==> src/logic/mem_pkg.sv <==
package mem_pkg;

    // data and instruction word width
    localparam int xlen = 32;

    // access size, in bytes 1, 2 and 4
    typedef enum logic [1:0] {
        size_byte = 2'd0,
        size_half = 2'd1,
        size_word = 2'd2
    } mem_size_e;

    // kind of access
    typedef enum logic [1:0] {
        op_fetch = 2'd0,
        op_load  = 2'd1,
        op_store = 2'd2
    } mem_op_e;

    // byte sequencer states
    typedef enum logic [1:0] {
        st_idle  = 2'd0,
        st_read  = 2'd1,
        st_write = 2'd2
    } seq_state_e;

endpackage

==> src/logic/mem_req_arbiter.sv <==
`timescale 1ns/1ps

module mem_req_arbiter #(
    parameter int addr_w = 10
) (
    input  logic                     clk,
    input  logic                     rst_n,
    input  logic                     fetch_en,
    input  logic [addr_w-1:0]        fetch_pc,
    input  logic                     drop,
    input  logic                     ls_en,
    input  logic                     ls_write,
    input  logic [addr_w-1:0]        ls_addr,
    input  mem_pkg::mem_size_e       ls_size,
    input  logic [mem_pkg::xlen-1:0] ls_wdata,
    input  logic                     seq_idle,
    input  mem_pkg::mem_op_e         acc_busy_op,
    output logic                     issue_valid,
    output mem_pkg::mem_op_e         issue_op,
    output logic [addr_w-1:0]        issue_addr,
    output mem_pkg::mem_size_e       issue_size,
    output logic [mem_pkg::xlen-1:0] issue_wdata,
    output logic                     seq_cancel
);

    import mem_pkg::*;

    // one waiting fetch
    logic              fb_valid;
    logic [addr_w-1:0] fb_pc;

    // one waiting load or store
    logic              lb_valid;
    logic              lb_write;
    logic [addr_w-1:0] lb_addr;
    mem_size_e         lb_size;
    logic [xlen-1:0]   lb_wdata;

    logic fb_live;
    logic lb_live;
    logic take_lb;
    logic take_ls;
    logic take_fb;
    logic take_fe;
    logic taken;

    // a drop kills buffered fetch and load in the same cycle, stores survive
    assign fb_live = fb_valid & ~drop;
    assign lb_live = lb_valid & ~(drop & ~lb_write);

    // load/store before fetch, buffered before new within a class
    assign take_lb = lb_live;
    assign take_ls = ~lb_live & ls_en;
    assign take_fb = ~lb_live & ~ls_en & fb_live;
    assign take_fe = ~lb_live & ~ls_en & ~fb_live & fetch_en;

    assign issue_valid = lb_live | ls_en | fb_live | fetch_en;
    assign taken       = issue_valid & seq_idle;

    always_comb begin
        issue_op    = op_fetch;
        issue_addr  = fetch_pc;
        issue_size  = size_word;
        issue_wdata = '0;
        if (take_lb) begin
            issue_op    = lb_write ? op_store : op_load;
            issue_addr  = lb_addr;
            issue_size  = lb_size;
            issue_wdata = lb_wdata;
        end else if (take_ls) begin
            issue_op    = ls_write ? op_store : op_load;
            issue_addr  = ls_addr;
            issue_size  = ls_size;
            issue_wdata = ls_wdata;
        end else if (take_fb) begin
            issue_addr = fb_pc;
        end
    end

    // stop a fetch or load that is already in the sequencer
    assign seq_cancel = drop & ~seq_idle & (acc_busy_op != op_store);

    always_ff @(posedge clk) begin
        if (!rst_n) begin
            fb_valid <= 1'b0;
            lb_valid <= 1'b0;
        end else begin
            if ((taken && take_fb) || drop) begin
                fb_valid <= 1'b0;
            end
            if ((taken && take_lb) || (lb_valid && !lb_live)) begin
                lb_valid <= 1'b0;
            end
            // new request that could not go straight through
            if (ls_en && !(taken && take_ls)) begin
                lb_valid <= 1'b1;
            end
            if (fetch_en && !(taken && take_fe)) begin
                fb_valid <= 1'b1;
            end
        end
    end

    always_ff @(posedge clk) begin
        if (ls_en && !(taken && take_ls)) begin
            lb_write <= ls_write;
            lb_addr  <= ls_addr;
            lb_size  <= ls_size;
            lb_wdata <= ls_wdata;
        end
        if (fetch_en && !(taken && take_fe)) begin
            fb_pc <= fetch_pc;
        end
    end

endmodule

==> config.mk <==
export PLATFORM = sky130hd
export DESIGN_NAME = mem_req_arbiter
export DESIGN_NICKNAME = d
export VERILOG_FILES = /design/src/logic/mem_pkg.sv /design/src/logic/mem_req_arbiter.sv
export SDC_FILE = /design/constraint.sdc
export NUM_CORES = 1
export LEC_CHECK = 0
export BUFFER_PORTS_ARGS = -buffer_cell sky130_fd_sc_hd__buf_2
export CAP_MARGIN = 25
export CORE_MARGIN = 2
export CORE_UTILIZATION = 32
export CTS_CLUSTER_SIZE = 14
export DETAILED_ROUTE_END_ITERATION = 8
export GPL_ROUTABILITY_DRIVEN = 1
export GPL_TIMING_DRIVEN = 0
export SYNTH_ARGS = -nofsm -noshare
export SYNTH_HDL_FRONTEND = slang
export SYNTH_SLANG_ARGS = --single-unit
export TNS_END_PERCENT = 1
==> constraint.sdc <==
create_clock -name clk -period 3.7 [get_ports clk]
set_clock_uncertainty 0.2 [all_clocks]
set_input_delay 0.74 -clock clk [delete_from_list [all_inputs] [get_ports clk]]
set_output_delay 0.74 -clock clk [all_outputs]
set_load 0.01 [all_outputs]
# --- Word level (Yosys, flattened, before mapping) ---
# Cells that the tools add are included.
op_classes:
  n_bitwise: 21
  n_eq_ne: 1
  muxes: 15
  n_reduce_logical: 14
ops:
  columns: ["op", "count"]
  rows:
  - ["32-bit two-way mux", 2]
  - ["10-bit two-way mux", 3]
  - ["2-bit two-way mux", 6]
  - ["1-bit bitwise AND", 11]
  - ["1-bit logical AND", 7]
  - ["1-bit NOT", 7]
  - ["1-bit two-way mux", 4]
  - ["2-bit nonzero test", 2]
  - ["1-bit zero test", 3]
  - ["1-bit bitwise OR", 3]
  - ["1-bit logical OR", 2]
  - ["2-bit inequality test, second input constant", 1]
totals:
  ff_bits: 57
  word_cells: 58
  output_inout_bits: 48
  input_bits: 63

# --- Logic depth before layout (Yosys ltp) ---
depth:
  word_depth: 12
  ltp_mapped: 5
  depth_no_buf: 4

# --- Worst setup path before layout ---
# No wires, ideal clock.
synth_path:
  path_type: "input-to-reg"
  startpoint: "input port ls_en"
  endpoint: "register lb_addr[0] (enable)"
  n_path_buf: 1
  t_required_ns: 3.036
  t_arrival_ns: 3.202
  setup_time_ns: 0.464
  stages: 3
  path_slack_ns: -0.166
  path_cell_list: "inv_1 -> clkbuf_1 -> a21oi_1"
synth_between:
  elab_chain_cells: 7
  word_cells_on_any_way: 8
  cone_classes: "bitwise (5); reduce/logical (3)"
synth_rtl:
  columns: ["item", "line", "text"]
  rows:
  - ["from (decl)", "mem_req_arbiter.sv:11", "input logic ls_en,"]
  - ["1-bit bitwise OR (3 in series)", "mem_req_arbiter.sv:57", "assign issue_valid = lb_live | ls_en | fb_live | fetch_en;"]
  - ["1-bit bitwise AND", "mem_req_arbiter.sv:58", "assign taken = issue_valid & seq_idle;"]
  - ["1-bit logical AND", "mem_req_arbiter.sv:105", "if (ls_en && !(taken && take_ls)) begin"]
  - ["1-bit zero test", "mem_req_arbiter.sv:105", null]
  - ["1-bit logical AND *", "mem_req_arbiter.sv:105", null]
  - ["to (signal assigned)", "mem_req_arbiter.sv:107", "lb_addr <= ls_addr;"]
  - ["to (decl)", "mem_req_arbiter.sv:35", "logic [addr_w-1:0] lb_addr;"]
# Mark *: on every way between the ends. The rest lies on a longest branch, timed or not.
# A chain may end at the register's enable or synchronous reset.

# --- Worst setup path in the final report ---
layout_path:
  startpoint: "input port ls_en"
  endpoint: "output port issue_wdata[18] (netlist bit)"
layout_between:
  elab_chain_cells: 3
layout_rtl:
  columns: ["item", "line", "text"]
  rows:
  - ["1-bit bitwise AND", "mem_req_arbiter.sv:53", "assign take_ls = ~lb_live & ls_en;"]
  - ["32-bit two-way mux", "mem_req_arbiter.sv:70", "end else if (take_ls) begin"]
  - ["32-bit two-way mux", "mem_req_arbiter.sv:65", "if (take_lb) begin"]
  - ["to (decl)", "mem_req_arbiter.sv:22", "output logic [mem_pkg::xlen-1:0] issue_wdata,"]
# Every way passes these cells.

==> summary.md <==
| Metric | Value |
|---|---|
| Reg area | 0.00169 mm² |
| Total GRT Usage | 15.9% |
| Leakage | 1.63 nW |
| CP endpoint kind | output port |
| Die Span Y | 94.3 µm |
| Arrival time at the worst endpoint | 2030 ps |
| Root Buffer | clkbuf_8 |
| Peak VDD IR | 0.240 mV |
| Site Rows | 32 |
| Netlist cell types | 25 |
| Final core utilization | 45.2% |
| Area Overhead vs Synth | 35.1% |
| Antenna fix cells | 0 |
| Global route overflow | 0 |
| Least-Margin Pin Slew | 740 ps |
| DR pass1 iterations | 4 |
| Post-route DRC | 0 |
| Antenna viol nets, final | 0 |
| Final Hold Vio Count | 0 |
| Crit path time final | 2970 ps |
| Fin crit share | 80.2% |
| Post-CTS Resized | 0 |
| Warnings, synthesis | 0 |
| Syn Area/Cell | 10.2 µm² |
| Routed WL | 6840 µm |
| Final setup violating endpoints | 0 |
| DR vias/cell | 4.62 |
| Routed len/inst | 14.1 µm |
| Htree depth | 3 |
| CTS max path bufs | 2 |
| Initial detailed-routing violation count | 113 |
| IO Pins | 111 |
| Pin count of the biggest net entering global routing | 27 |
| Top Usage Layer GRT | met2 |
| Worst hold path class | primary input to flip-flop |
| Die W | 94.3 µm |
| Core area | 0.00781 mm² |
| Via count | 2245 |
| Post-Syn Nets | 320 |
| Met1 Use GR | 21.4% |
| Clock sink count | 57 |
| Crit Path Max Fanout | 10 |
| Mapped cell area | 0.00261 mm² |
| Final Wtd Congestion | 0.800 |
| MaxCap Viol Count | 0 |
| Startpoint type of the worst setup path | primary input |
| DP Wirelength | 4950 µm |
| Global-route met2 utilization | 24.9% |
| Outcome | finished, final reports clean |
| Post-synth EDFFs | 55 |
| CTS Buf Count | 9 |
| RSZ-0062 raised after global routing | false |
| Worst-path clk slew | 70 ps |
| First-pass GRT wire length | 10600 µm |
| Peak Freq | 337 MHz |
| Pwr Density | 449 mW/mm² |
| CTS Hold Bufs | 0 |
| Post-placement cell area | 0.00333 mm² |
| Fill cells | 807 |
| Syn Inst Count | 257 |
| Fraction of registers with async set/reset | 0% |
| Number of synthesized register bits | 57 |
| CTS tree | yes |
| Post-route cell area | 0.00353 mm² |
| Dominant synthesized flop cell | edfxtp_1 |
| Initial Utilization | 33.4% |
| Initial antenna violation count | 0 |
| Met3 usage in global routing | 4.49% |
| Setup Crit Path Kind | primary input to output port |
| Layout cells sized above 1 | 35.7% |
| Rel. slew slack | 50.5% |
| Register area share after synthesis | 64.8% |
| Vias in the first global route | 2123 |
| NumNets Final | 443 |
| WP data required | 2760 ps |
| Die area | 0.00889 mm² |
| Max-slew violation count | 0 |
| Skew-Pair Late Insertion Delay | 330 ps |
| Area of the multi-input gates | 825 µm² |
| Number of I/O port buffers | 110 |
| Post-CTS setup buffer count | 0 |
flip-flops by register name, indices dropped and copies added (netlist names):
register	cells
lb_wdata	32
fb_pc	10
lb_addr	10
lb_size	2
fb_valid	1
lb_valid	1
lb_write	1
cell usage after synthesis, drive strengths merged, types with 2 or more instances:
cell | number | area, µm²
edfxtp | 55 | 1650
nand2 | 93 | 349
a21oi | 4 | 20.0
o21ai | 22 | 121
nand3 | 34 | 170
and3 | 9 | 56.3
dfxtp | 2 | 40.0
buf | 14 | 71.3
a31oi | 2 | 12.5
clkbuf | 3 | 11.3
nor2 | 4 | 15.0
inv | 6 | 22.5
worst paths after layout:
kind / start / to / slack, ps / cells after the start
setup reg to reg: lb_write$_DFFE_PP_ / fb_pc[4]$_DFFE_PP_ / 1630 / 4
setup / recovery: ls_en / issue_wdata[18] / 730 / 6
hold / removal: ls_addr[6] / lb_addr[6]$_DFFE_PP_ / 390 / 1
hold reg to reg: lb_valid$_SDFFE_PN0P_ / lb_valid$_SDFFE_PN0P_ / 530 / 3
placed cells by master, fill, tap and decap left out, types with 2 or more instances in the layout:
cell and count:
o21ai_0 13, o21ai_1 8, a21oi_1 3, edfxtp_1 55, buf_1 3, buf_4 3
buf_2 119, inv_1 6, a31oi_1 2, clkbuf_8 9, clkbuf_1 4, and3_1 9
nand2_1 93, nand3_1 34, clkinv_1 3, dfxtp_1 2, nor2_1 4, bufinv_16 2
metrics by stage:
step                hold slack [ps]  setup WS, ps  TNS, ps  cells  power, mW
floorplan                       449           860        0    257      0.886
global placement                507         -28.5    -1210    469      0.997
detailed placement              528           678        0    471       1.00
CTS                             373           675        0    486       1.61
global route                    373           513        0    486       1.66
finish                          392           731        0    486       1.58
layer usage:
metal	up-vias	share of wire, %
met5	-	0
met4	0	0.77
met3	4	6.8
met2	77	46
met1	1022	47
li1	1142	-
final cells by class:
cell class / instances / share of cell area (%)
multi-input cells: 177 / 23.4
clock buffers: 10 / 3.62
plain buffers: 17 / 2.34
inverters: 6 / 0.639
clock inverters: 5 / 2.02
repair buffers: 112 / 16.4
well taps: 102 / 3.62
flip-flops and latches: 57 / 48.0
kinds of logic (layout without fill, tap and decap cells):
family          after synthesis  count (layout)  synth area share, %
compound gates               33              33                 7.57
buf+inv                      23             150                 4.03
flops                        57              57                 64.8
simple gates                144             144                 23.6
critical path, cell delays in order:
cell and delay, ps:
buf_2 90, clkbuf_1 410, buf_1 420, nand3_1 140
nand2_1 90, buf_2 130
report_power, final:
| part | switching, mW | internal, mW | total (mW) | leakage (nW) |
|---|---|---|---|---|
| Clock | 0.228 | 0.369 | 0.597 | 0.0989 |
| Combinational | 0.136 | 0.0939 | 0.230 | 0.990 |
| Sequential | 0.00916 | 0.748 | 0.757 | 0.537 |
Note: power is estimated with default switching activity, not from simulation.
