==> src/logic/mem_pkg.sv <==
package mem_pkg;

    // data and instruction word width
    localparam int xlen = 32;

    // access size, in bytes 1, 2 and 4
    typedef enum logic [1:0] {
        size_byte = 2'd0,
        size_half = 2'd1,
        size_word = 2'd2
    } mem_size_e;

    // kind of access
    typedef enum logic [1:0] {
        op_fetch = 2'd0,
        op_load  = 2'd1,
        op_store = 2'd2
    } mem_op_e;

    // byte sequencer states
    typedef enum logic [1:0] {
        st_idle  = 2'd0,
        st_read  = 2'd1,
        st_write = 2'd2
    } seq_state_e;

endpackage

==> src/logic/mem_word_assembler.sv <==
`timescale 1ns/1ps

module mem_word_assembler (
    input  logic                     clk,
    input  logic                     rst_n,
    input  logic                     byte_valid,
    input  logic [1:0]               byte_idx,
    input  logic [7:0]               ram_rdata,
    input  logic                     acc_first,
    input  logic                     acc_done,
    input  mem_pkg::mem_op_e         acc_op,
    output logic                     fetch_ok,
    output logic [mem_pkg::xlen-1:0] fetch_inst,
    output logic                     ls_ok,
    output logic [mem_pkg::xlen-1:0] ls_rdata
);

    import mem_pkg::*;

    logic [xlen-1:0] word_q;
    logic [xlen-1:0] word_next;

    // merge the byte arriving this cycle
    always_comb begin
        word_next = word_q;
        if (byte_valid) begin
            word_next[8*byte_idx +: 8] = ram_rdata;
        end
    end

    // lanes never written stay zero
    always_ff @(posedge clk) begin
        if (acc_first) begin
            word_q <= '0;
        end else begin
            word_q <= word_next;
        end
    end

    always_ff @(posedge clk) begin
        if (!rst_n) begin
            fetch_ok <= 1'b0;
            ls_ok    <= 1'b0;
        end else begin
            fetch_ok <= acc_done && (acc_op == op_fetch);
            ls_ok    <= acc_done && (acc_op != op_fetch);
        end
    end

    always_ff @(posedge clk) begin
        if (acc_done && acc_op == op_fetch) begin
            fetch_inst <= word_next;
        end
        if (acc_done && acc_op == op_load) begin
            ls_rdata <= word_next;
        end
    end

endmodule

==> config.mk <==
export PLATFORM = sky130hd
export DESIGN_NAME = mem_word_assembler
export DESIGN_NICKNAME = d
export VERILOG_FILES = /design/src/logic/mem_pkg.sv /design/src/logic/mem_word_assembler.sv
export SDC_FILE = /design/constraint.sdc
export NUM_CORES = 1
export LEC_CHECK = 0
export ABC_CLOCK_PERIOD_IN_PS = 4210
export BUFFER_PORTS_ARGS = -buffer_cell sky130_fd_sc_hd__buf_4
export CORE_ASPECT_RATIO = 1.25
export CORE_UTILIZATION = 35
export CTS_CLUSTER_SIZE = 8
export DETAILED_ROUTE_END_ITERATION = 6
export GPL_TIMING_DRIVEN = 0
export SYNTH_ARGS = -nofsm -noshare
export SYNTH_HDL_FRONTEND = slang
export SYNTH_SLANG_ARGS = --single-unit
==> constraint.sdc <==
create_clock -name clk -period 4.21 [get_ports clk]
set_input_delay 0 -clock clk [delete_from_list [all_inputs] [get_ports clk]]
set_output_delay 0 -clock clk [all_outputs]
set_load 0.02 [all_outputs]
### Word-level counts from Yosys, hierarchy flattened

Cells that the tools add are included.

* input port bits: 17
* logic and storage cells: 16
* output and inout bits: 66
* register bits: 98

* reduce and logical (&&, ||, !) cells: 5
* shift operators: 2
* equal/unequal tests: 1
* $add $sub $neg: 1
* multiplexer cells: 2

Operators by type and width (number)
* $neg A5 Y34: 1
* $shift A8 B34 Y32 const A: 1
* $shiftx A8 B34 Y32: 1
* $bwmux W32: 1
* $mux W32: 1
* $logic_and A1 B1 Y1: 3
* $eq A2 B1 Y1 const B: 1
* $logic_not A2 Y1: 1
* $reduce_bool A2 Y1: 1

### Longest topological paths before layout

Gate-level depths: netlist (run 1).

* depth in word-level cells: 4
* depth in mapped cells: 7
* depth with buffers taken out: 5

### Least setup slack after synthesis (run 1)

Ideal clock, no wire load.

* path kind: input -> register
* start: input port byte_idx[0]
* end: register fetch_inst[11] (netlist name) (data pin)
* setup slack: 2.793 ns
* data required time: 3.948 ns
* setup time: 0.262 ns
* stages on the path: 7
* buffers on the path: 2
* arrival time: 1.155 ns
* cell sequence: inv_1 ha_1 buf_2 and3_1 buf_2 a32oi_1 inv_1

* cells in the longest elaborated chain, start to end: 4
* elaborated cells between the ends (all ways): 5
* those cells by class: add/sub (1); shift (2); mux (2)

RTL lines
* start, declared: RTL line mem_word_assembler.sv:7 `input logic [1:0] byte_idx,`
* $neg A5 Y34 (*): RTL line mem_word_assembler.sv:27 `word_next[8*byte_idx +: 8] = ram_rdata;`
* $shiftx A8 B34 Y32 / $shift A8 B34 Y32 (equally long branches): RTL line mem_word_assembler.sv:27
* $bwmux W32 (*): RTL line mem_word_assembler.sv:27
* $mux W32 (*): RTL line mem_word_assembler.sv:26 `if (byte_valid) begin`
* net word_next[11]: RTL line mem_word_assembler.sv:21 `logic [xlen-1:0] word_next;`
* end signal, assigned: RTL line mem_word_assembler.sv:52 `fetch_inst <= word_next;`
* end, declared: RTL line mem_word_assembler.sv:13 `output logic [mem_pkg::xlen-1:0] fetch_inst,`

The timed path passes the listed nets; every way through them passes the cells marked *.
A chain may end at the register's enable or synchronous reset.

==> results of run 1 <==
[where the power goes]
| group | leakage, nW | switching (mW) | internal [mW] |
|---|---|---|---|
| sequential | 0.937 | 0.00329 | 1.03 |
| combinational | 0.974 | 0.0661 | 0.0428 |
| clock | 0.153 | 0.328 | 0.493 |
| total | 2.06 | 0.397 | 1.57 |
[synthesized netlist by cell type, drive strengths merged]
cell,count
a21oi,1
a22o,18
a32oi,22
and2,9
and3,1
and3b,3
buf,6
clkbuf,3
dfxtp,34
edfxtp,64
ha,5
inv,24
nand2,5
nand4b,1
nor2,25
nor2b,2
nor3,2
nor3b,1
nor4bb,1
[sequential cells by signal, indices dropped and copies added, names as in the netlist]
register / count
word_q: 32
fetch_ok: 1
ls_rdata: 32
ls_ok: 1
fetch_inst: 32
[area by class of cell]
type | count | area (um2)
well taps | 126 | 158
fillers | 860 | 4930
plain buffers | 9 | 43.8
flip-flops and latches | 98 | 2600
clock buffers | 12 | 256
clock inverters | 4 | 50.0
multi-input cells | 96 | 696
inverters | 24 | 90.1
repair buffers | 93 | 731
[what timing repair did]
action	in CTS	in global routing
endpoints found under the hold margin	14	0
hold buffers	13	0
buffers inserted	0	0
[through the flow]
stage / power (mW) / util / area, um2
2_1_floorplan: 1.11 / - / 3430
3_3_place_gp: 1.16 / 0.438 / 4190
3_5_place_dp: 1.16 / 0.438 / 4190
4_1_cts: 1.99 / 0.484 / 4630
5_1_grt: 2.04 / 0.484 / 4630
6_report: 1.97 / 0.484 / 4630
[logic make-up after synthesis]
logic type,count (synthesis)
DFF,98
AOI/OAI and AO/OA,41
adders and majority gates,5
buffers and inverters,33
and+or+nand+nor,50
[worst paths after layout]
kind | from | slack, ns | end | cells after the start
setup / recovery | rst_n | 2.56 | ls_ok | 6
setup reg to reg | word_q[14] | 3.26 | ls_rdata[14] | 2
hold / removal | acc_first | 0.06 | word_q[31] | 2
hold reg to reg | word_q[12] | 0.47 | word_q[12] | 2
[routing by layer]
metal	global-route usage	part of all wire	vias to the layer above
met5	0	0	-
met2	0.233	0.50	57
met1	0.165	0.43	996
li1	-	-	1045
met4	0.0613	0.018	0
met3	0.0440	0.048	9
==> key figures, run 1 <==
Timing
  – Slew Viols, Final: 0
  – Final Setup Violations: 0
  – Clk_skew: 0.00477 ns
  – Final hold vios: 0
  – Final worst-path cycle share: 0.393
  – Fin Setup TNS: 0 ns
  – Final worst slack: 2.56 ns
  – Fmax achieved: 605 MHz
  – RSZ-0062 raised after global routing: no
  – Rel. slew slack: 0.471
  – Worst hold margin: 0.0604 ns
  – Worst-margin pin slew: 0.793 ns
  – Min cycle time layout: 1.65 ns

GRT
  – Largest net degree at the start of global routing: 33
  – First-pass GRT wire length: 10.7 mm
  – GRT Overall Usage: 0.140
  – GRT overflow: 0
  – Vias in the first global route: 2110
  – Initial antenna violation count: 0

Place
  – Dpl hpwl: 4.58 mm
  – Placer's final routability congestion estimate: 0.770
  – Number of buffers added on ports: 80
  – Place WS: 2.31 ns
  – Dpl cells: 433

Layout
  – Most common cell after layout, fill and taps aside: buf_4
  – Post-layout nets: 353
  – Highest-count cells in the layout ignoring fill and taps: buf_4, edfxtp_1, dfxtp_1, inv_1, nor2_1
  – Share of cells above drive strength 1: 0.315
  – Non-Filler Instances: 462
  – Area growth syn-to-layout: 34.9%
  – Diodes inserted: 0

Floorplan
  – Die Height: 113 um
  – Initial Util: 0.359
  – Chip width: 90.5 um
  – Area of the core: 9560 um2
  – Die area: 10200 um2
  – I/O Pins: 83
  – Num rows: 40

Power and ir drop
  – Peak supply drop: 0.201 mV
  – Pwr Density: 425 nW/um2
  – Leakage: 2.06 nW

Route
  – Total Wirelength: 6.72 mm
  – Drt wl/cell: 14.5 um
  – Post-route ant nets: 0
  – 1st-iter DRT viols: 80
  – Total number of vias: 2107
  – Drt pass-1 iters: 4
  – Avg Vias per Cell: 4.56
  – Remaining DRCs: 0

Clock network
  – CTS H-tree lvls: 3
  – Clock buffers created by TritonCTS: 9
  – Clk pin slew, worst setup/hold paths: 0.06 ns
  – CTS sink cnt: 98
  – Root Driver: clkbuf_16
  – Clock latency on the worst-skew pair: 0.34 ns
  – Post-CTS resize count: 0
  – CTS tree: built
  – CTS Buffer Depth: 2

Yosys
  – Main combinational cell family by area after synthesis: compound AO/OA/AOI/OAI gates
  – Mapped Area: 3430 um2
  – Post-synthesis compound-gate area fraction: 0.104
  – #FFs+latches synth: 98
  – YS warnings: 0
  – Distinct cells, synth: 22
  – Area share of xor/xnor cells in the synthesized design: 0
  – Post-synthesis adder-cell area fraction: 0.0182
  – Synth top area share: 0.560
  – Area leader, netlist: edfxtp_1
  – Mapped Nets: 249
  – Most area-consuming cells after synthesis: edfxtp_1, dfxtp_1, a32oi_1
  – Avg Cell Area, Syn: 15.1 um2
  – Synth Instances: 227
  – Simple-Gate Fraction of Synth Area: 0.0803
  – Post-synthesis mux area share: 0
  – Seq/Total Area, Yosys: 0.759

Worst setup path
  – Critical path type: in2reg
  – Crit path top cell by count: dlygate4sd3_1
  – Slowest CP cell: dlygate4sd3_1
  – WP data required: 4.44 ns
  – Crit path cell chain: dlygate4sd3_1, buf_4, nand2_1, dlygate4sd3_1, nor2_1, dlygate4sd3_1
  – CP Launch Type: input pin
  – Slowest cell delay on critical path: 0.56 ns
  – CP max FO: 2
  – Worst path top cell family by delay: buffers and inverters
  – Crit path DAT: 1.88 ns
  – Crit. End Element: flip-flop
  – Crit path buf inv count: 4

Status
  – Status: finished, final reports clean

Worst hold path
  – Hold Crit Class: in2reg

Job
  – Max Cap Violations: 0
Note: power is estimated with default switching activity, not from simulation.
==> run 2, diff against run 1 <==
--- a/config.mk
+++ b/config.mk
@@ -5,7 +5,7 @@
 export SDC_FILE = /design/constraint.sdc
 export NUM_CORES = 1
 export LEC_CHECK = 0
-export ABC_CLOCK_PERIOD_IN_PS = 4210
+export ABC_CLOCK_PERIOD_IN_PS = 1700
 export BUFFER_PORTS_ARGS = -buffer_cell sky130_fd_sc_hd__buf_4
 export CORE_ASPECT_RATIO = 1.25
 export CORE_UTILIZATION = 35
==> constraint.sdc (replaced) <==
create_clock -name clk -period 1.7 [get_ports clk]
set_input_delay 0 -clock clk [delete_from_list [all_inputs] [get_ports clk]]
set_output_delay 0 -clock clk [all_outputs]
set_load 0.02 [all_outputs]
==> key figures, run 2 (synthesized netlist as in run 1, its figures left out) <==
Status
  – Status: finished, final reports clean

Timing
  – Final hold vios: 0 (unchanged)
  – Final Setup Violations: 0 (unchanged)
  – Clk_skew: 0.00476 ns (-0.0000108 ns)
  – Final worst-path cycle share: 0.908
  – RSZ-0062 raised after global routing: no
  – Fmax achieved: 648 MHz
  – Final worst slack: 0.157 ns (-2.40 ns)
  – Worst-margin pin slew: 0.798 ns (+0.00470 ns)
  – Rel. slew slack: 0.468 (-0.00313)
  – Min cycle time layout: 1.54 ns
  – Slew Viols, Final: 0 (unchanged)

Floorplan
  – I/O Pins: 83 (unchanged)
  – Die Height: 113 um (unchanged)
  – Area of the core: 9560 um2 (unchanged)
  – Die area: 10200 um2 (unchanged)
  – Initial Util: 0.359 (unchanged)
  – Num rows: 40 (unchanged)
  – Chip width: 90.5 um (unchanged)

Clock network
  – Clock buffers created by TritonCTS: 9 (unchanged)
  – Post-CTS resize count: 0 (unchanged)
  – CTS tree: built
  – Root Driver: clkbuf_16
  – CTS Buffer Depth: 2 (unchanged)
  – Setup Buffers After CTS: 0 (unchanged)
  – CTS sink cnt: 98 (unchanged)
  – CTS H-tree lvls: 3 (unchanged)
  – Clock latency on the worst-skew pair: 0.34 ns (about the same)
  – Clk pin slew, worst setup/hold paths: 0.06 ns (about the same)

Worst hold path
  – Worst hold stages: 2 (unchanged)
  – Hold Crit Class: in2reg
  – Worst Hold Path EP: word_q[31]
  – Hold_sp: acc_first

Layout
  – Registers with the most flip-flops: fetch_inst (32), ls_rdata (32), word_q (32)
  – Diodes inserted: 0 (unchanged)
  – Area growth syn-to-layout: 34.6%
  – Most common cell after layout, fill and taps aside: buf_4
  – Final core occ: 0.483 (-0.00105)
  – Post-layout nets: 352 (-0.28%)
  – Highest-count cells in the layout ignoring fill and taps: buf_4, edfxtp_1, dfxtp_1, inv_1, nor2_1
  – Final instance area: 4620 um2 (-0.22%)
  – Non-Filler Instances: 461 (-0.22%)
  – Share of cells above drive strength 1: 0.316 (+0.000942)

Worst setup path
  – Crit path cell chain: dlygate4sd3_1, buf_4, nor2_1, and2_2
  – Worst setup path start: acc_op[1]
  – CP max FO: 32 (+30)
  – CP Launch Type: input pin
  – Worst r2r src: word_q[14]
  – RR Endpoint: ls_rdata[14]
  – Slowest cell delay on critical path: 0.70 ns (+0.14 ns)
  – WP data required: 1.67 ns (-2.77 ns)
  – Crit path DAT: 1.51 ns (-0.37 ns)
  – Slowest CP cell: and2_2
  – Critical path type: in2reg
  – Crit. End Element: flip-flop
  – R2R setup slack: 0.76 ns (-2.50 ns)
  – Reg2reg path depth: 2 (unchanged)

GRT
  – Initial antenna violation count: 0 (unchanged)
  – GRT Overall Usage: 0.140 (unchanged)
  – GRT overflow: 0 (unchanged)
  – Vias in the first global route: 2110 (unchanged)
  – First-pass GRT wire length: 10.7 mm (unchanged)
  – Largest net degree at the start of global routing: 33 (unchanged)

Job
  – Max Cap Violations: 0 (unchanged)

Place
  – Placer's final routability congestion estimate: 0.770 (unchanged)
  – Place WS: -0.200 ns (-2.51 ns)
  – Dpl hpwl: 4.58 mm (unchanged)
  – Dpl cells: 433 (unchanged)
  – Number of buffers added on ports: 80 (unchanged)
  – Post-placement cell area: 4190 um2 (unchanged)

Route
  – Total number of vias: 2111 (+0.19%)
  – Post-route ant nets: 0 (unchanged)
  – Remaining DRCs: 0 (unchanged)
  – Total Wirelength: 6.71 mm (-0.13%)
  – 1st-iter DRT viols: 68 (-15%)
  – Avg Vias per Cell: 4.58 (+0.41%)
  – Drt pass-1 iters: 4 (unchanged)
  – Drt wl/cell: 14.6 um (about the same)

Power and ir drop
  – Overall power: 4.86 mW (+150%)
  – Pwr Density: 1050 nW/um2 (+150%)
  – Leakage: 2.06 nW (-0.13%)
  – Peak supply drop: 0.497 mV (+150%)
==> run 2: area by class of cell <==
| cell class | count | area (um2) |
|---|---|---|
| Timing Repair Buffer | 92 | 721 |
| Fill cell | 861 | 4940 |
| Inverter | 24 | 90.1 |
| Sequential cell | 98 | 2600 |
| Clock inverter | 4 | 50.0 |
| Buffer | 9 | 43.8 |
| Multi-Input combinational cell | 96 | 696 |
| Clock buffer | 12 | 256 |
| Tap cell | 126 | 158 |
==> run 2: power by group <==
part / internal [mW] / total (mW) / switching [mW]
Combinational: 0.104 / 0.268 / 0.163
Clock: 1.22 / 2.03 / 0.809
Sequential: 2.56 / 2.56 / 0.00814
Total: 3.88 / 4.86 / 0.981
==> run 2: how the worst max path moves through the flow <==
stage                           endpoint
after floorplan           fetch_inst[11]
after global placement    fetch_inst[14]
after detailed placement    ls_rdata[14]
after CTS                          ls_ok
after global routing        ls_rdata[15]
final                      fetch_inst[7]
==> run 2: per-layer routing <==
layer,track usage,part of all wire
met5,0,0
met4,0.0613,0.017
met3,0.0440,0.049
met2,0.233,0.50
met1,0.165,0.43
==> run 2: critical path, delay by kind of cell <==
| family | cells | cell delay [ns] |
|---|---|---|
| buf+inv | 2 | 0.68 |
| simple gates | 2 | 0.82 |
==> run 2: per-stage QoR <==
step | hold slack [ns] | TNS [ns]
after floorplan | 0.0768 | 0
after global placement | 0.177 | -13.72
after detailed placement | 0.185 | -3.62
after CTS | 0.0387 | 0
after global routing | 0.0864 | 0
final | 0.0602 | 0
==> run 2: timing repair <==
item                                   in CTS  in global routing
setup endpoints to repair                   0                  1
endpoints found under the hold margin      14                  0
hold buffers                               13                  0
==> run 3, diff against run 2 <==
--- a/config.mk
+++ b/config.mk
@@ -12,6 +12,7 @@
 export CTS_CLUSTER_SIZE = 8
 export DETAILED_ROUTE_END_ITERATION = 6
 export GPL_TIMING_DRIVEN = 0
+export PLACE_DENSITY = 0.61
 export SYNTH_ARGS = -nofsm -noshare
 export SYNTH_HDL_FRONTEND = slang
 export SYNTH_SLANG_ARGS = --single-unit
==> key figures, run 3 (synthesized netlist as in run 1, its figures left out) <==
Status
  – Status: finished, final reports clean

Layout
  – Area growth syn-to-layout: 34.7% (about the same)
  – Highest-count cells in the layout ignoring fill and taps: buf_4, edfxtp_1, dfxtp_1, nor2_1, inv_1
  – Most common cell after layout, fill and taps aside: buf_4
  – Final core occ: 0.483 (about the same)
  – Diodes inserted: 0 (unchanged)
  – Registers with the most flip-flops: fetch_inst (32), ls_rdata (32), word_q (32)
  – Share of cells above drive strength 1: 0.319 (+0.00299)
  – Final instance area: 4620 um2 (about the same)
  – Post-layout nets: 352 (unchanged)
  – Fillcell total: 846 (-1.7%)

Route
  – 1st-iter DRT viols: 71 (+4.4%)
  – Drt pass-1 iters: 4 (unchanged)
  – Drt wl/cell: 14.8 um (+1.5%)
  – Post-route ant nets: 0 (unchanged)
  – Avg Vias per Cell: 4.59 (+0.19%)
  – Remaining DRCs: 0 (unchanged)
  – Total number of vias: 2115 (+0.19%)
  – Total Wirelength: 6.81 mm (+1.5%)

Clock network
  – CTS sink cnt: 98 (unchanged)
  – Clock latency on the worst-skew pair: 0.34 ns (about the same)
  – CTS Buffer Depth: 2 (unchanged)
  – Clk pin slew, worst setup/hold paths: 0.06 ns (about the same)
  – Clock buffers created by TritonCTS: 9 (unchanged)
  – CTS H-tree lvls: 3 (unchanged)
  – Root Driver: clkbuf_16
  – CTS tree: built

Power and ir drop
  – Pwr Density: 1040 nW/um2 (-1.1%)
  – Peak supply drop: 0.538 mV (+8.3%)
  – Switch share: 0.203 (+0.00127)
  – Combinational Power Share: 0.056 (about the same)
  – Clock power share: 0.410 (-0.007)
  – Leakage: 2.04 nW (-0.81%)
  – Switching power: 0.976 mW (-0.46%)
  – Sequential share of power: 0.533 (+0.005)
  – P_int: 3.83 mW (-1.2%)

Worst setup path
  – Crit. End Element: flip-flop
  – WP data required: 1.90 ns (+0.23 ns)
  – Crit path DAT: 1.73 ns (+0.22 ns)
  – CP max FO: 11 (-66%)
  – CP Launch Type: input pin
  – Critical path type: in2reg

GRT
  – GRT Overall Usage: 0.140 (+0.000289)
  – First-pass GRT wire length: 10.7 mm (about the same)
  – GRT overflow: 0 (unchanged)
  – Largest net degree at the start of global routing: 33 (unchanged)
  – Vias in the first global route: 2096 (-0.66%)
  – Initial antenna violation count: 0 (unchanged)

Timing
  – Final worst-path cycle share: 0.903 (-0.00459)
  – RSZ-0062 raised after global routing: no
  – Fmax achieved: 651 MHz (+0.51%)
  – Worst-margin pin slew: 0.807 ns (+0.00948 ns)
  – Slew Viols, Final: 0 (unchanged)
  – Clk_skew: 0.00356 ns (-0.00119 ns)
  – Min cycle time layout: 1.54 ns (-0.00780 ns)
  – Final hold vios: 0 (unchanged)
  – Final Setup Violations: 0 (unchanged)
  – Rel. slew slack: 0.462 (-0.00632)

Worst hold path
  – Hold Crit Class: in2reg

Floorplan
  – Chip width: 90.5 um (unchanged)
  – Die Height: 113 um (unchanged)
  – I/O Pins: 83 (unchanged)
  – Num rows: 40 (unchanged)
  – Initial Util: 0.359 (unchanged)
  – Die area: 10200 um2 (unchanged)
  – Area of the core: 9560 um2 (unchanged)

Place
  – Dpl hpwl: 4.60 mm (+0.32%)
  – Placer's final routability congestion estimate: 0.769 (about the same)
  – Number of buffers added on ports: 80 (unchanged)
  – Post-placement cell area: 4190 um2 (unchanged)

Job
  – Max Cap Violations: 0 (unchanged)
-- run 3: critical path: stages --
cell and delay, ns:
buf_4 0.15, clkinvlp_4 0.21, ha_1 0.35, buf_2 0.17, nand4b_1 0.27, nor2_2 0.35
a22o_1 0.22
-- run 3: area by class of cell --
| cell class | count | area, um2 | area share |
|---|---|---|---|
| plain buffers | 9 | 43.8 | 0.00948 |
| clock buffers | 11 | 243 | 0.0526 |
| clock inverters | 5 | 53.8 | 0.0116 |
| inverters | 24 | 93.8 | 0.0203 |
| multi-input cells | 96 | 703 | 0.152 |
| flip-flops and latches | 98 | 2600 | 0.564 |
| well taps | 126 | 158 | 0.0341 |
| repair buffers | 92 | 721 | 0.156 |
-- run 3: path summary, 6_finish.rpt --
path / from / endpoint / slack, ns / depth (start not counted)
worst min register to register: word_q[16] / word_q[16] / 0.48 / 2
worst max register to register: word_q[14] / ls_rdata[14] / 0.80 / 2
worst min-delay path: acc_first / word_q[14] / 0.06 / 2
worst max-delay path: byte_idx[0] / fetch_inst[4] / 0.16 / 7
-- run 3: stage by stage --
stage / instances / TNS [ns] / hold slack (ns) / setup slack [ns] / total power, mW
6_report: 461 / 0 / 0.0647 / 0.165 / 4.81
5_1_grt: 461 / 0 / 0.0848 / 0.0280 / 4.97
4_1_cts: 462 / 0 / 0.0623 / 0.0685 / 4.85
3_5_place_dp: 433 / -4.14 / 0.186 / -0.229 / 2.87
3_3_place_gp: 433 / -12.86 / 0.177 / -0.200 / 2.86
2_1_floorplan: 227 / 0 / 0.0768 / 0.283 / 2.75
-- run 3: per-layer routing --
metal  track usage  share of wire  wire (um)
met1         0.160           0.43       2890
met2         0.239           0.51       3440
met3        0.0305          0.042        289
met4        0.0839          0.027        184
met5             0              0          0
-- run 3: repair_timing --
item	CTS	global route
hold buffers	13	0
resized for setup	0	2
endpoints found under the setup margin	0	3
buffers inserted	0	0
endpoints found under the hold margin	10	0
-- run 3: power by group through the flow --
stage               clock [mW]  combinational, mW  sequential (mW)
global route              2.11              0.294             2.57
global placement             0              0.245             2.62
floorplan                    0              0.101             2.65
CTS                       2.01              0.273             2.57
finish                    1.97              0.271             2.57
detailed placement           0              0.248             2.62
