--- src/logic/mem_pkg.sv ---
package mem_pkg;

    // data and instruction word width
    localparam int xlen = 32;

    // access size, in bytes 1, 2 and 4
    typedef enum logic [1:0] {
        size_byte = 2'd0,
        size_half = 2'd1,
        size_word = 2'd2
    } mem_size_e;

    // kind of access
    typedef enum logic [1:0] {
        op_fetch = 2'd0,
        op_load  = 2'd1,
        op_store = 2'd2
    } mem_op_e;

    // byte sequencer states
    typedef enum logic [1:0] {
        st_idle  = 2'd0,
        st_read  = 2'd1,
        st_write = 2'd2
    } seq_state_e;

endpackage

--- src/logic/mem_byte_sequencer.sv ---
`timescale 1ns/1ps

module mem_byte_sequencer #(
    parameter int                addr_w  = 10,
    parameter logic [addr_w-1:0] io_addr = '1
) (
    input  logic                     clk,
    input  logic                     rst_n,
    input  logic                     issue_valid,
    input  mem_pkg::mem_op_e         issue_op,
    input  logic [addr_w-1:0]        issue_addr,
    input  mem_pkg::mem_size_e       issue_size,
    input  logic [mem_pkg::xlen-1:0] issue_wdata,
    input  logic                     seq_cancel,
    input  logic                     io_full,
    output logic                     seq_idle,
    output mem_pkg::mem_op_e         acc_busy_op,
    output logic [addr_w-1:0]        ram_addr,
    output logic                     ram_we,
    output logic [7:0]               ram_wdata,
    output logic                     io_valid,
    output logic [7:0]               io_data,
    output logic                     byte_valid,
    output logic [1:0]               byte_idx,
    output logic                     acc_first,
    output logic                     acc_done,
    output mem_pkg::mem_op_e         acc_op
);

    import mem_pkg::*;

    seq_state_e        state;
    mem_op_e           op_q;
    logic [addr_w-1:0] run_addr;
    logic [2:0]        cnt;
    logic [2:0]        cnt_end;
    logic [xlen-1:0]   wdata_q;
    logic              is_io;
    logic              io_lock;
    logic [7:0]        wr_byte;
    logic              wr_send;
    logic              rd_last;
    logic              wr_last;

    function automatic logic [2:0] size_bytes(mem_size_e s);
        case (s)
            size_byte: return 3'd1;
            size_half: return 3'd2;
            default:   return 3'd4;
        endcase
    endfunction

    // store data goes out lowest byte first
    assign wr_byte = wdata_q[8*cnt[1:0] +: 8];

    // io port needs the lock cycle over and room outside
    assign wr_send = (state == st_write) && (!is_io || (!io_lock && !io_full));

    assign ram_addr  = run_addr;
    assign ram_we    = (state == st_write) && !is_io;
    assign ram_wdata = wr_byte;
    assign io_valid  = (state == st_write) && is_io && !io_lock && !io_full;
    assign io_data   = wr_byte;

    // read tail cycle carries the last byte back from memory
    assign rd_last = (state == st_read) && (cnt == cnt_end);
    assign wr_last = (state == st_write) &&
                     (is_io ? (io_lock && cnt == cnt_end) : (cnt == cnt_end - 3'd1));
    assign acc_done = (rd_last | wr_last) & ~seq_cancel;

    assign seq_idle    = (state == st_idle);
    assign acc_busy_op = op_q;
    assign acc_op      = op_q;

    always_ff @(posedge clk) begin
        if (!rst_n) begin
            state      <= st_idle;
            op_q       <= op_fetch;
            cnt        <= 3'd0;
            io_lock    <= 1'b0;
            byte_valid <= 1'b0;
            acc_first  <= 1'b0;
        end else begin
            byte_valid <= 1'b0;
            acc_first  <= 1'b0;
            case (state)
                st_idle: begin
                    if (issue_valid) begin
                        acc_first <= 1'b1;
                        op_q      <= issue_op;
                        cnt       <= 3'd0;
                        cnt_end   <= size_bytes(issue_size);
                        run_addr  <= issue_addr;
                        wdata_q   <= issue_wdata;
                        is_io     <= (issue_op == op_store) && (issue_addr == io_addr);
                        io_lock   <= 1'b0;
                        state     <= (issue_op == op_store) ? st_write : st_read;
                    end
                end
                st_read: begin
                    if (seq_cancel || cnt == cnt_end) begin
                        state <= st_idle;
                    end else begin
                        // byte of this address shows up next cycle
                        byte_valid <= 1'b1;
                        byte_idx   <= cnt[1:0];
                        cnt        <= cnt + 3'd1;
                        run_addr   <= run_addr + 1'b1;
                    end
                end
                st_write: begin
                    if (!is_io) begin
                        cnt      <= cnt + 3'd1;
                        run_addr <= run_addr + 1'b1;
                        if (cnt == cnt_end - 3'd1) begin
                            state <= st_idle;
                        end
                    end else if (wr_send) begin
                        io_lock <= 1'b1;
                        cnt     <= cnt + 3'd1;
                    end else if (io_lock) begin
                        io_lock <= 1'b0;
                        if (cnt == cnt_end) begin
                            state <= st_idle;
                        end
                    end
                end
                default: state <= st_idle;
            endcase
        end
    end

endmodule

--- config.mk ---
export PLATFORM = sky130hd
export DESIGN_NAME = mem_byte_sequencer
export DESIGN_NICKNAME = d
export VERILOG_FILES = /design/src/logic/mem_pkg.sv /design/src/logic/mem_byte_sequencer.sv
export SDC_FILE = /design/constraint.sdc
export NUM_CORES = 1
export LEC_CHECK = 0
export BUFFER_PORTS_ARGS = -buffer_cell sky130_fd_sc_hd__buf_2
export CAP_MARGIN = 15
export CORE_AREA = 5 5 80 82
export CTS_CLUSTER_SIZE = 30
export DETAILED_ROUTE_END_ITERATION = 8
export DIE_AREA = 0 0 85 87
export PLACE_DENSITY = 0.77
export SYNTH_ARGS = -nofsm -noshare
export SYNTH_HDL_FRONTEND = slang
export SYNTH_SLANG_ARGS = --single-unit
--- constraint.sdc ---
create_clock -name clk -period 3.9 [get_ports clk]
set_input_delay 0.78 -clock clk [delete_from_list [all_inputs] [get_ports clk]]
set_output_delay 0.78 -clock clk [all_outputs]
set_load 0.1 [all_outputs]
After elaboration in Yosys (flattened, before gate mapping)
Index checks and enable logic that the tools add are counted.
{"block": "op_classes", "n_eq_ne": 17, "bitwise": 4, "n_mux": 26, "add_sub_neg": 3, "n_shift": 1, "n_reduce_logical": 28}
{"cell": "$shiftx A32 B6 Y8", "n": 1}
{"cell": "$mux W10", "n": 3}
{"cell": "$pmux W10 S3", "n": 1}
{"cell": "$mux W2", "n": 8}
{"cell": "$mux W3", "n": 4}
{"cell": "$add A10 B1 Y10 const B", "n": 1}
{"cell": "$eq A10 B10 Y1 const B", "n": 1}
{"cell": "$logic_and A1 B1 Y1", "n": 10}
{"cell": "$ne A3 B3 Y1 const B", "n": 3}
{"cell": "$pmux W3 S3", "n": 1}
{"cell": "$reduce_and A3 Y1", "n": 3}
{"cell": "$ne A2 B2 Y1 const B", "n": 4}
{"cell": "$eq A3 B3 Y1", "n": 2}
{"cell": "$mux W1", "n": 6}
{"cell": "$ne A3 B2 Y1 const B", "n": 2}
{"cell": "$pmux W2 S3", "n": 1}
{"cell": "$pmux W3 S2", "n": 1}
{"cell": "$reduce_and A2 Y1", "n": 3}
{"cell": "$reduce_and A6 Y1", "n": 1}
{"cell": "$reduce_and A5 Y1", "n": 1}
{"cell": "$eq A2 B1 Y1 const B", "n": 2}
{"cell": "$eq A2 B2 Y1 const B", "n": 2}
{"cell": "$logic_not A2 Y1", "n": 2}
{"cell": "$reduce_and A4 Y1", "n": 1}
{"cell": "other kinds (11)", "n": 15}
{"block": "word_totals", "reg_bits": 58, "output_inout_bits": 38, "inputBits": 51, "wordCells": 90}

Longest topological paths before layout
Gate-level depths: netlist of run 1.
{"block": "depth", "depth_word": 7, "mapped_depth": 6, "depth_no_buf": 6}

Worst setup path before layout of run 1
Ideal clock, no wire load.
{"block": "synth_timing", "path_kind": "input port to output port", "start": "input port io_full", "end": "output port io_valid", "path_stages": 1, "n_path_buf": 0, "t_required_ps": 3120, "t_arrival_ps": 2843, "path_slack_ps": 277, "cell_sequence": "nor3_1"}
{"block": "synth_via", "elab_chain_cells": 2}
{"item": "start, declared", "line_no": "mem_byte_sequencer.sv:15", "source": "input logic io_full,"}
{"item": "$logic_not A1 Y1", "line_no": "mem_byte_sequencer.sv:62", "source": "assign io_valid = (state == st_write) && is_io && !io_lock && !io_full;"}
{"item": "$logic_and A1 B1 Y1", "line_no": "mem_byte_sequencer.sv:62"}
{"item": "end, declared", "line_no": "mem_byte_sequencer.sv:21", "source": "output logic io_valid,"}
No other way between the ends.

Worst setup path after layout of run 1
{"block": "layout_timing", "start": "register cnt[1]", "end": "output port acc_done"}
{"block": "layout_via", "elab_chain_cells": 6, "elab_cells_between_ends": 8, "cone_classes": "eq/ne: 2; mux: 1; bitwise: 2; reduce/logical: 3"}
{"item": "start, declared", "line_no": "mem_byte_sequencer.sv:35", "source": "logic [2:0] cnt;"}
{"item": "start signal, assigned", "line_no": "mem_byte_sequencer.sv:107", "source": "cnt <= cnt + 3'd1;"}
{"item": "start signal, assigned", "line_no": "mem_byte_sequencer.sv:113", "source": "cnt <= cnt + 3'd1;"}
{"item": "start signal, assigned", "line_no": "mem_byte_sequencer.sv:120", "source": "cnt <= cnt + 3'd1;"}
{"item": "$eq A3 B3 Y1", "line_no": "mem_byte_sequencer.sv:66, mem_byte_sequencer.sv:68"}
{"item": "$logic_and A1 B1 Y1", "line_no": "mem_byte_sequencer.sv:68", "source": "(is_io ? (io_lock && cnt == cnt_end) : (cnt == cnt_end - 3'd1));"}
{"item": "$mux W1", "line_no": "mem_byte_sequencer.sv:68"}
{"item": "$logic_and A1 B1 Y1", "line_no": "mem_byte_sequencer.sv:67", "source": "assign wr_last = (state == st_write) &&"}
{"item": "$or A1 B1 Y1 *", "line_no": "mem_byte_sequencer.sv:69", "source": "assign acc_done = (rd_last | wr_last) & ~seq_cancel;"}
{"item": "$and A1 B1 Y1 *", "line_no": "mem_byte_sequencer.sv:69"}
{"item": "end, declared", "line_no": "mem_byte_sequencer.sv:26", "source": "output logic acc_done,"}
Mark *: on every way between the ends. The rest lies on a longest branch, timed or not.

==> results of run 1 <==
synth_stat cells, types with 2 or more instances:
library cell	n	share of area, %
o21ai_0	4	0.74
nor3_1	2	0.37
nand2_1	10	1.4
nor2_1	16	2.2
nand4b_1	2	0.65
nand4_1	5	1.2
xor2_1	4	1.3
ha_1	7	3.2
clkbuf_1	3	0.42
a21oi_1	14	2.6
buf_4	10	2.8
a31oi_1	3	0.69
nand2b_1	2	0.46
mux4_2	8	6.7
inv_1	10	1.4
xnor2_1	9	2.9
and2_1	2	0.46
nor4_1	3	0.69
buf_2	2	0.37
nand3_1	9	1.7
dfxtp_1	10	7.4
edfxtp_1	48	53
mux2i_1	3	1.1
nor2b_1	5	1.2
per-layer routing:
metal,part of all wire (%),wire length (um),vias up
li1,-,-,938
met1,41,2240,865
met2,51,2790,66
met3,6.9,376,4
met4,0.93,51,0
met5,0,0,-
state kept, by name, summed over array words and instances, names as in the netlist:
signal / flops
cnt: 3
cnt_end: 3
acc_busy_op: 2
ram_addr: 10
io_lock: 1
is_io: 1
state: 2
wdata_q: 32
acc_first: 1
byte_valid: 1
byte_idx: 2
critical path: stages, from the launching register on:
cell and delay (ps):
dfxtp_1 720, xnor2_1 310, nand3_1 120, o22ai_1 190, nor2b_1 150, buf_2 430
cell families (layout without fill, tap and decap cells):
group           after synthesis  in the layout  share of synthesized area, %
fa+ha+maj                     7              7                          3.24
xor+xnor                     14             14                          5.04
mux                          12             12                          8.19
flops                        58             58                          60.7
simple gates                 59             59                          11.2
buf+inv                      25            115                          4.95
compound gates               29             29                          6.71
final timing paths:
| check | from | endpoint | slack [ps] | cells after the start |
|---|---|---|---|---|
| max | cnt[1] | acc_done | 860 | 5 |
| min | acc_busy_op[1] | acc_busy_op[1] | 470 | 2 |
| max reg2reg | cnt[1] | state[0] | 1670 | 4 |
| min reg2reg | acc_busy_op[1] | acc_busy_op[1] | 470 | 2 |
where the power goes:
part / switching (mW) / internal [mW] / total, mW
logic: 0.578 / 0.153 / 0.730
clock network: 0.225 / 0.352 / 0.577
registers: 0.0412 / 0.749 / 0.790
layout make-up:
type / count / area, um2 / area share, %
Timing Repair Buffer: 89 / 448 / 13.3
Sequential cell: 58 / 1640 / 48.8
Clock buffer: 9 / 124 / 3.68
Clock inverter: 7 / 83.8 / 2.49
Multi-Input combinational cell: 121 / 936 / 27.8
Inverter: 10 / 37.5 / 1.12
Tap cell: 75 / 93.8 / 2.79
stage by stage:
| stage | hold slack, ps | total power, mW | instances | util, % |
|---|---|---|---|---|
| 6_report | 472 | 2.10 | 369 | 59.3 |
| 5_1_grt | 509 | 2.19 | 369 | 59.3 |
| 4_1_cts | 473 | 2.12 | 369 | 59.3 |
| 3_5_place_dp | 464 | 1.54 | 353 | 55.6 |
| 3_3_place_gp | 456 | 1.52 | 353 | 55.6 |
| 2_1_floorplan | 468 | 1.43 | 204 | - |
==> flow_metrics.tcl, run 1 <==
set metrics [dict create \
    cp.required_ps 3120 \
    place_ws_ps 1210 \
    insertion_delay_ps 320 \
    cts-htree-levels 3 \
    antenna_found_initial 0 \
    die_h_um 87 \
    critPathMaxFanout 13 \
    drtIter0Drc 107 \
    grt.met1_usage_pct 18.7 \
    use_met2_pct 26.6 \
    diodes 0 \
    core_um2 5680 \
    grt_use_total_pct 15.7 \
    setup_viol 0 \
    cts_resized 0 \
    cts_buffer_depth 2 \
    grt-busiest-layer "met2" \
    io_pins 89 \
    area_delta_synth_final_pct 24.4 \
    ctsRootBufferMaster "clkbuf_8" \
    vdd_drop_max_uv 385 \
    timing.fmax_mhz 329 \
    postRouteAntennaNets 0 \
    synth.avg_cell_area_um2 13.3 \
    cts_num_sinks 58 \
    vias 1873 \
    fillers 487 \
    synth_seq_cells 58 \
    seq_area_frac_synth_pct 60.7 \
    synthArstFlopShare_pct 0 \
    gp_congestion 0.800 \
    synth_area_um2 2700 \
    final_common_cell "buf_2" \
    fin_area_um2 3360 \
    hold_viol_final 0 \
    overflow 0 \
    status "complete, no violations" \
    grt_pass1_wl_um 9050 \
    tns_ps 0 \
    synth_warnings 0 \
    p_per_area_nw_per_um2 623 \
    dr.pass1.iters 4 \
    postCtsHoldBufs 0 \
    place_area_um2 3160 \
    critPathArrivalTime_ps 2260 \
    grt_max_degree 37 \
    finalCritPeriodShare_pct 77.9 \
    power_leakage_nw 1.36 \
    post-route-min-period_ps 3040 \
    routedWlPerCell_um 14.8 \
    hold_class "reg2reg" \
    drc 0 \
    max_cap_viol_count 0 \
    synth-edff-count 48 \
    die-area_um2 7400 \
    drv_slew 0 \
    nets 347 \
    postCtsSetupBuffers 0 \
    final_cell_mix "buf_2 (88), edfxtp_1 (48), nor2_1 (15)" \
    io_buffers 88 \
    synth_flop_cell "edfxtp_1" \
    numCtsBuffers 9 \
    start_util_pct 47.6 \
    rsz0062_at_grt "no" \
    netlist_instances 204 \
    synthesis.nets 262 \
    startpoint_type "flop" \
    grt_use_met3_pct 4.82 \
    viasPerCell 5.08 \
    drt-total-wl_um 5470 \
    cts_tree "done" \
    hpwlAfterDp_um 3940 \
    worst-setup-path-type "reg2out" \
    fp.dieW_um 85 \
    setup_ws_ps 863 \
    std_cell_rows 28 \
    clk_pin_slew_worst_paths_ps 60 \
    worst_pin_slew_ps 971 \
    yosys.cell_types.count 37 \
    endpoint_kind "output pin" \
    drive_above_1_share_pct 37.8 \
    grt_pass1_vias 1975 \
    max_slew_margin_pct 35.1 \
    clock_skew_ps 11.0 \
]
(Power assumes the default switching activity.)
==> run 2, diff against run 1 <==
clock period = 3.17 ns   (was 3.9 ns; I/O delays follow)
==> run 2 against run 1 <==
Clock power increased by 26%. Clock-buffer cell count increased by 1. Via count increased by 0.37%. First-iteration DRC count decreased by 8.4%. Hold slack got worse by 2.3 ps. Setup slack got worse by 580 ps. Core utilization increased by 0.24 points. Routed wire length increased by 0.15%. Clock skew decreased by 4.4 ps. Largest cell class unchanged. Sequential power increased by 23%. Power increased by 24%.
==> flow_metrics.tcl, run 2 (same netlist as run 1, synthesis figures left out) <==
set metrics [dict create \
    postCtsHoldBufs 0 \
    drv_slew 0 \
    status "complete, no violations" \
    drc 0 \
    cts-htree-levels 3 \
    wl_met1_um 2260 \
    die-area_um2 7400 \
    grt_max_degree 37 \
    critPathMaxFanout 13 \
    top_layer_used "met4" \
    numCtsBuffers 9 \
    setup_viol 0 \
    hold_depth 1 \
    vdd_drop_max_uv 329 \
    fp.dieW_um 85 \
    cts_buffer_depth 2 \
    max_slew_margin_pct 51.8 \
    drt-total-wl_um 5470 \
    p_per_area_nw_per_um2 769 \
    grt_use_total_pct 15.7 \
    drive_above_1_share_pct 38.6 \
    hold_class "in2reg" \
    postRouteAntennaNets 0 \
    cp.required_ps 2540 \
    timing.fmax_mhz 346 \
    met3_length_um 300 \
    regToRegSetupSlack_ps 860 \
    final_cell_mix "buf_2 (88), edfxtp_1 (48), nor2_1 (15)" \
    clock_skew_ps 6.53 \
    rr_startpoint "cnt[1]" \
    overflow 0 \
    viasPerCell 5.08 \
    wl_met2_um 2750 \
    diodes 0 \
    startpoint_type "flop" \
    gp_congestion 0.802 \
    insertion_delay_ps 330 \
    core_um2 5680 \
    worst-setup-path-type "reg2out" \
    finalCritPeriodShare_pct 91.1 \
    layout.core_utilization_pct 59.5 \
    final_common_cell "buf_2" \
    ctsRootBufferMaster "clkbuf_8" \
    worst_pin_slew_ps 716 \
    holdCritStartpoint "issue_wdata[2]" \
    start_util_pct 47.6 \
    rsz0062_at_grt "no" \
    io_buffers 88 \
    postCtsSetupBuffers 0 \
    vias 1880 \
    max_cap_viol_count 0 \
    io_pins 89 \
    area_delta_synth_final_pct 24.9 \
    die_h_um 87 \
    tns_ps 0 \
    top_register "wdata_q" \
    cts_num_sinks 58 \
    antenna_found_initial 0 \
    dr.pass1.iters 4 \
    cts_resized 0 \
    endpoint_kind "output pin" \
    grt_pass1_vias 1960 \
    grt_pass1_wl_um 8970 \
    largest_reg_flops 32 \
    power_leakage_nw 1.37 \
    critPathArrivalTime_ps 2250 \
    nets 348 \
    post-route-min-period_ps 2890 \
    hpwlAfterDp_um 3960 \
    cts_tree "done" \
    clk_pin_slew_worst_paths_ps 70 \
    routedWlPerCell_um 14.8 \
    min_to "wdata_q[2]" \
    reg2regPathDepth 4 \
    std_cell_rows 28 \
    reg2reg_to "state[1]" \
    drtIter0Drc 98 \
    hold_viol_final 0 \
]
==> run 2: cell types whose count changed in the layout (fill, tap and decap cells not counted) <==
cell	change
buf_4	+1
clkbuf_1	+1
clkinv_1	-2
clkinv_2	+1
nor3_1	-1
nor3_2	+1
==> run 2: worst max-delay path by stage <==
stage               start        to  slack [ps]  cells past startpoint
4_1_cts            cnt[1]  acc_done         280                      5
3_5_place_dp       cnt[1]  acc_done         670                      5
3_3_place_gp       cnt[1]  acc_done         690                      5
2_1_floorplan  cnt_end[0]  acc_done         100                      6
5_1_grt            cnt[1]  acc_done         100                      5
6_report           cnt[1]  acc_done         280                      5
==> run 2: critical path, stage by stage (launching register included) <==
cell	delay, ps
dfxtp_1	720
xnor2_1	300
nand3_1	120
o22ai_1	170
nor2b_1	170
buf_2	440
==> run 2: metal layers <==
metal	vias to the layer above	track usage (%)
met5	-	0
met1	881	17.7
li1	933	-
met2	52	26.6
met4	0	8.63
met3	14	4.64
==> run 2: stage by stage <==
stage	area (um2)	std cells	total power [mW]	setup WS, ps	hold WS, ps
6_report	3380	370	2.60	281	469
5_1_grt	3380	370	2.70	101	447
4_1_cts	3380	370	2.62	282	452
3_5_place_dp	3170	354	1.89	669	465
3_3_place_gp	3170	354	1.88	687	462
2_1_floorplan	2710	204	1.76	97.7	468
==> run 2: cell type report <==
type / count / area, um2
Clock buffer: 10 / 128
Clock inverter: 6 / 81.3
Fill cell: 512 / 2300
Inverter: 10 / 37.5
Multi-Input combinational cell: 121 / 941
Sequential cell: 58 / 1640
Tap cell: 75 / 93.8
Timing Repair Buffer: 90 / 455
==> run 2: power breakdown <==
group          internal, mW  switching (mW)
clock                 0.437           0.290
combinational         0.189           0.711
sequential            0.920          0.0497
==> run 3, diff against run 2 <==
CORE_AREA = 5 5 77 79   (was 5 5 80 82)
DIE_AREA = 0 0 82 84   (was 0 0 85 87)
PLACE_DENSITY = 0.83   (was 0.77)
clock period = 3.49 ns   (was 3.17 ns; I/O delays follow)
==> run 3 against run 2 <==
Power fell by 15%. Clock power is 29% lower. Sequential share of layout area rose by 0.77 points. Register-to-register slack gained 480 ps. Die area fell by 6.9%. Core utilization increased by 3.6 points. Via count down 0.21%.
==> flow_metrics.tcl, run 3 (same netlist as run 1, synthesis figures left out) <==
set metrics [dict create \
    critPathArrivalTime_ps 2050 \
    dr.pass1.iters 4 \
    layout.core_utilization_pct 63.1 \
    timing.fmax_mhz 364 \
    seqCellArea_um2 1640 \
    ctsRootBufferMaster "clkbuf_8" \
    multi_input_comb_area_um2 936 \
    cts_resized 0 \
    insertion_delay_ps 320 \
    p_per_area_nw_per_um2 667 \
    hpwlAfterDp_um 4040 \
    rsz0062_at_grt "no" \
    status "complete, no violations" \
    worst_pin_slew_ps 965 \
    fillers 450 \
    gp_congestion 0.813 \
    diodes 0 \
    postCtsSetupBuffers 0 \
    numCtsBuffers 9 \
    clk_pin_slew_worst_paths_ps 60 \
    cp_slowest_cell "buf_2" \
    cp.required_ps 2790 \
    postCtsHoldBufs 0 \
    grt_max_degree 37 \
    worst-setup-path-type "reg2out" \
    die-area_um2 6890 \
    grt_use_total_pct 16.8 \
    vdd_drop_max_uv 396 \
    final_cell_mix "buf_2 (88), edfxtp_1 (48), nor2_1 (15)" \
    io_buffers 88 \
    endpoint_kind "output pin" \
    cts_buffer_depth 2 \
    fp.dieW_um 82 \
    routedWlPerCell_um 14.9 \
    clock_skew_ps 10.4 \
    hold_viol_final 0 \
    finalNonFillerCells 367 \
    std_cell_rows 27 \
    dp.cells 351 \
    path_buf_inv 2 \
    max_slew_margin_pct 35.5 \
    vias 1876 \
    drv_slew 0 \
    nets 348 \
    drive_above_1_share_pct 38.0 \
    setup_viol 0 \
    grt_pass1_vias 1938 \
    fin_hold_ws_ps 478 \
    max_cap_viol_count 0 \
    core_um2 5270 \
    crit_chain "inv_1 > ha_1 > xor2_1 > nand3_1 > o22ai_1 > nor2b_1 > buf_2" \
    cts_num_sinks 58 \
    largest_reg_flops 32 \
    crit_family "buffers and inverters" \
    critPathMaxFanout 3 \
    critPathMaxStageDelay_ps 430 \
    hold_class "reg2reg" \
    top_register "wdata_q" \
    grt_pass1_wl_um 8650 \
    drt-total-wl_um 5470 \
    drc 0 \
    overflow 0 \
    io_pins 89 \
    die_h_um 84 \
    tns_ps 0 \
    postRouteAntennaNets 0 \
    start_util_pct 51.3 \
    post-route-min-period_ps 2740 \
    viasPerCell 5.11 \
    power_leakage_nw 1.34 \
    final_common_cell "buf_2" \
    finalCritPeriodShare_pct 78.6 \
    antenna_found_initial 0 \
    cts-htree-levels 3 \
    cts_tree "done" \
    regToRegSetupSlack_ps 1340 \
    drtIter0Drc 83 \
    startpoint_type "flop" \
    area_delta_synth_final_pct 23.0 \
]
run 3: cell types whose count changed in the layout (fill, tap and decap cells not counted):
| cell | delta |
|---|---|
| clkbuf_8 | +1 |
| bufinv_16 | -2 |
| nor3_2 | -1 |
| clkinvlp_4 | +1 |
| nor3_1 | +1 |
| clkbuf_1 | +1 |
| clkinv_4 | -1 |
run 3: power by group:
group | switching, mW | total (mW) | internal (mW)
Sequential | 0.0433 | 0.880 | 0.837
Clock | 0.247 | 0.518 | 0.271
Combinational | 0.648 | 0.819 | 0.171
run 3: final cells by class:
type | instances | share of cell area [%]
Sequential cell | 58 | 49.4
Timing Repair Buffer | 90 | 13.7
Clock inverter | 4 | 0.602
Inverter | 10 | 1.13
Tap cell | 72 | 2.71
Multi-Input combinational cell | 121 | 28.1
Clock buffer | 12 | 4.36
run 3: routing by layer:
metal	track usage, %	wire length [um]
met3	3.78	267
met1	19.6	2280
met5	0	0
met4	8.91	51
met2	28.1	2870
run 3: through the flow:
step | area (um2) | setup slack [ps] | power [mW]
2_1_floorplan | 2710 | 30.8 | 1.60
3_3_place_gp | 3160 | 1110 | 1.70
3_5_place_dp | 3160 | 1100 | 1.72
4_1_cts | 3330 | 728 | 2.24
5_1_grt | 3330 | 657 | 2.32
6_report | 3330 | 746 | 2.22
run 3: path summary, 6_finish.rpt:
| check | from | to | depth (start not counted) |
|---|---|---|---|
| worst min register to register | acc_busy_op[0] | acc_busy_op[0] | 2 |
| worst max-delay path | cnt_end[0] | acc_done | 7 |
| worst max register to register | state[0] | cnt[2] | 6 |
| worst min-delay path | acc_busy_op[0] | acc_busy_op[0] | 2 |
run 3: worst reg2reg max path, delay by kind of cell, from the launching register on:
kind                       cells  cell delay (ps)
AOI/OAI and AO/OA              2              600
adders and majority gates      1              290
buffers and inverters          1               80
DFF                            1              390
and+or+nand+nor                2              730
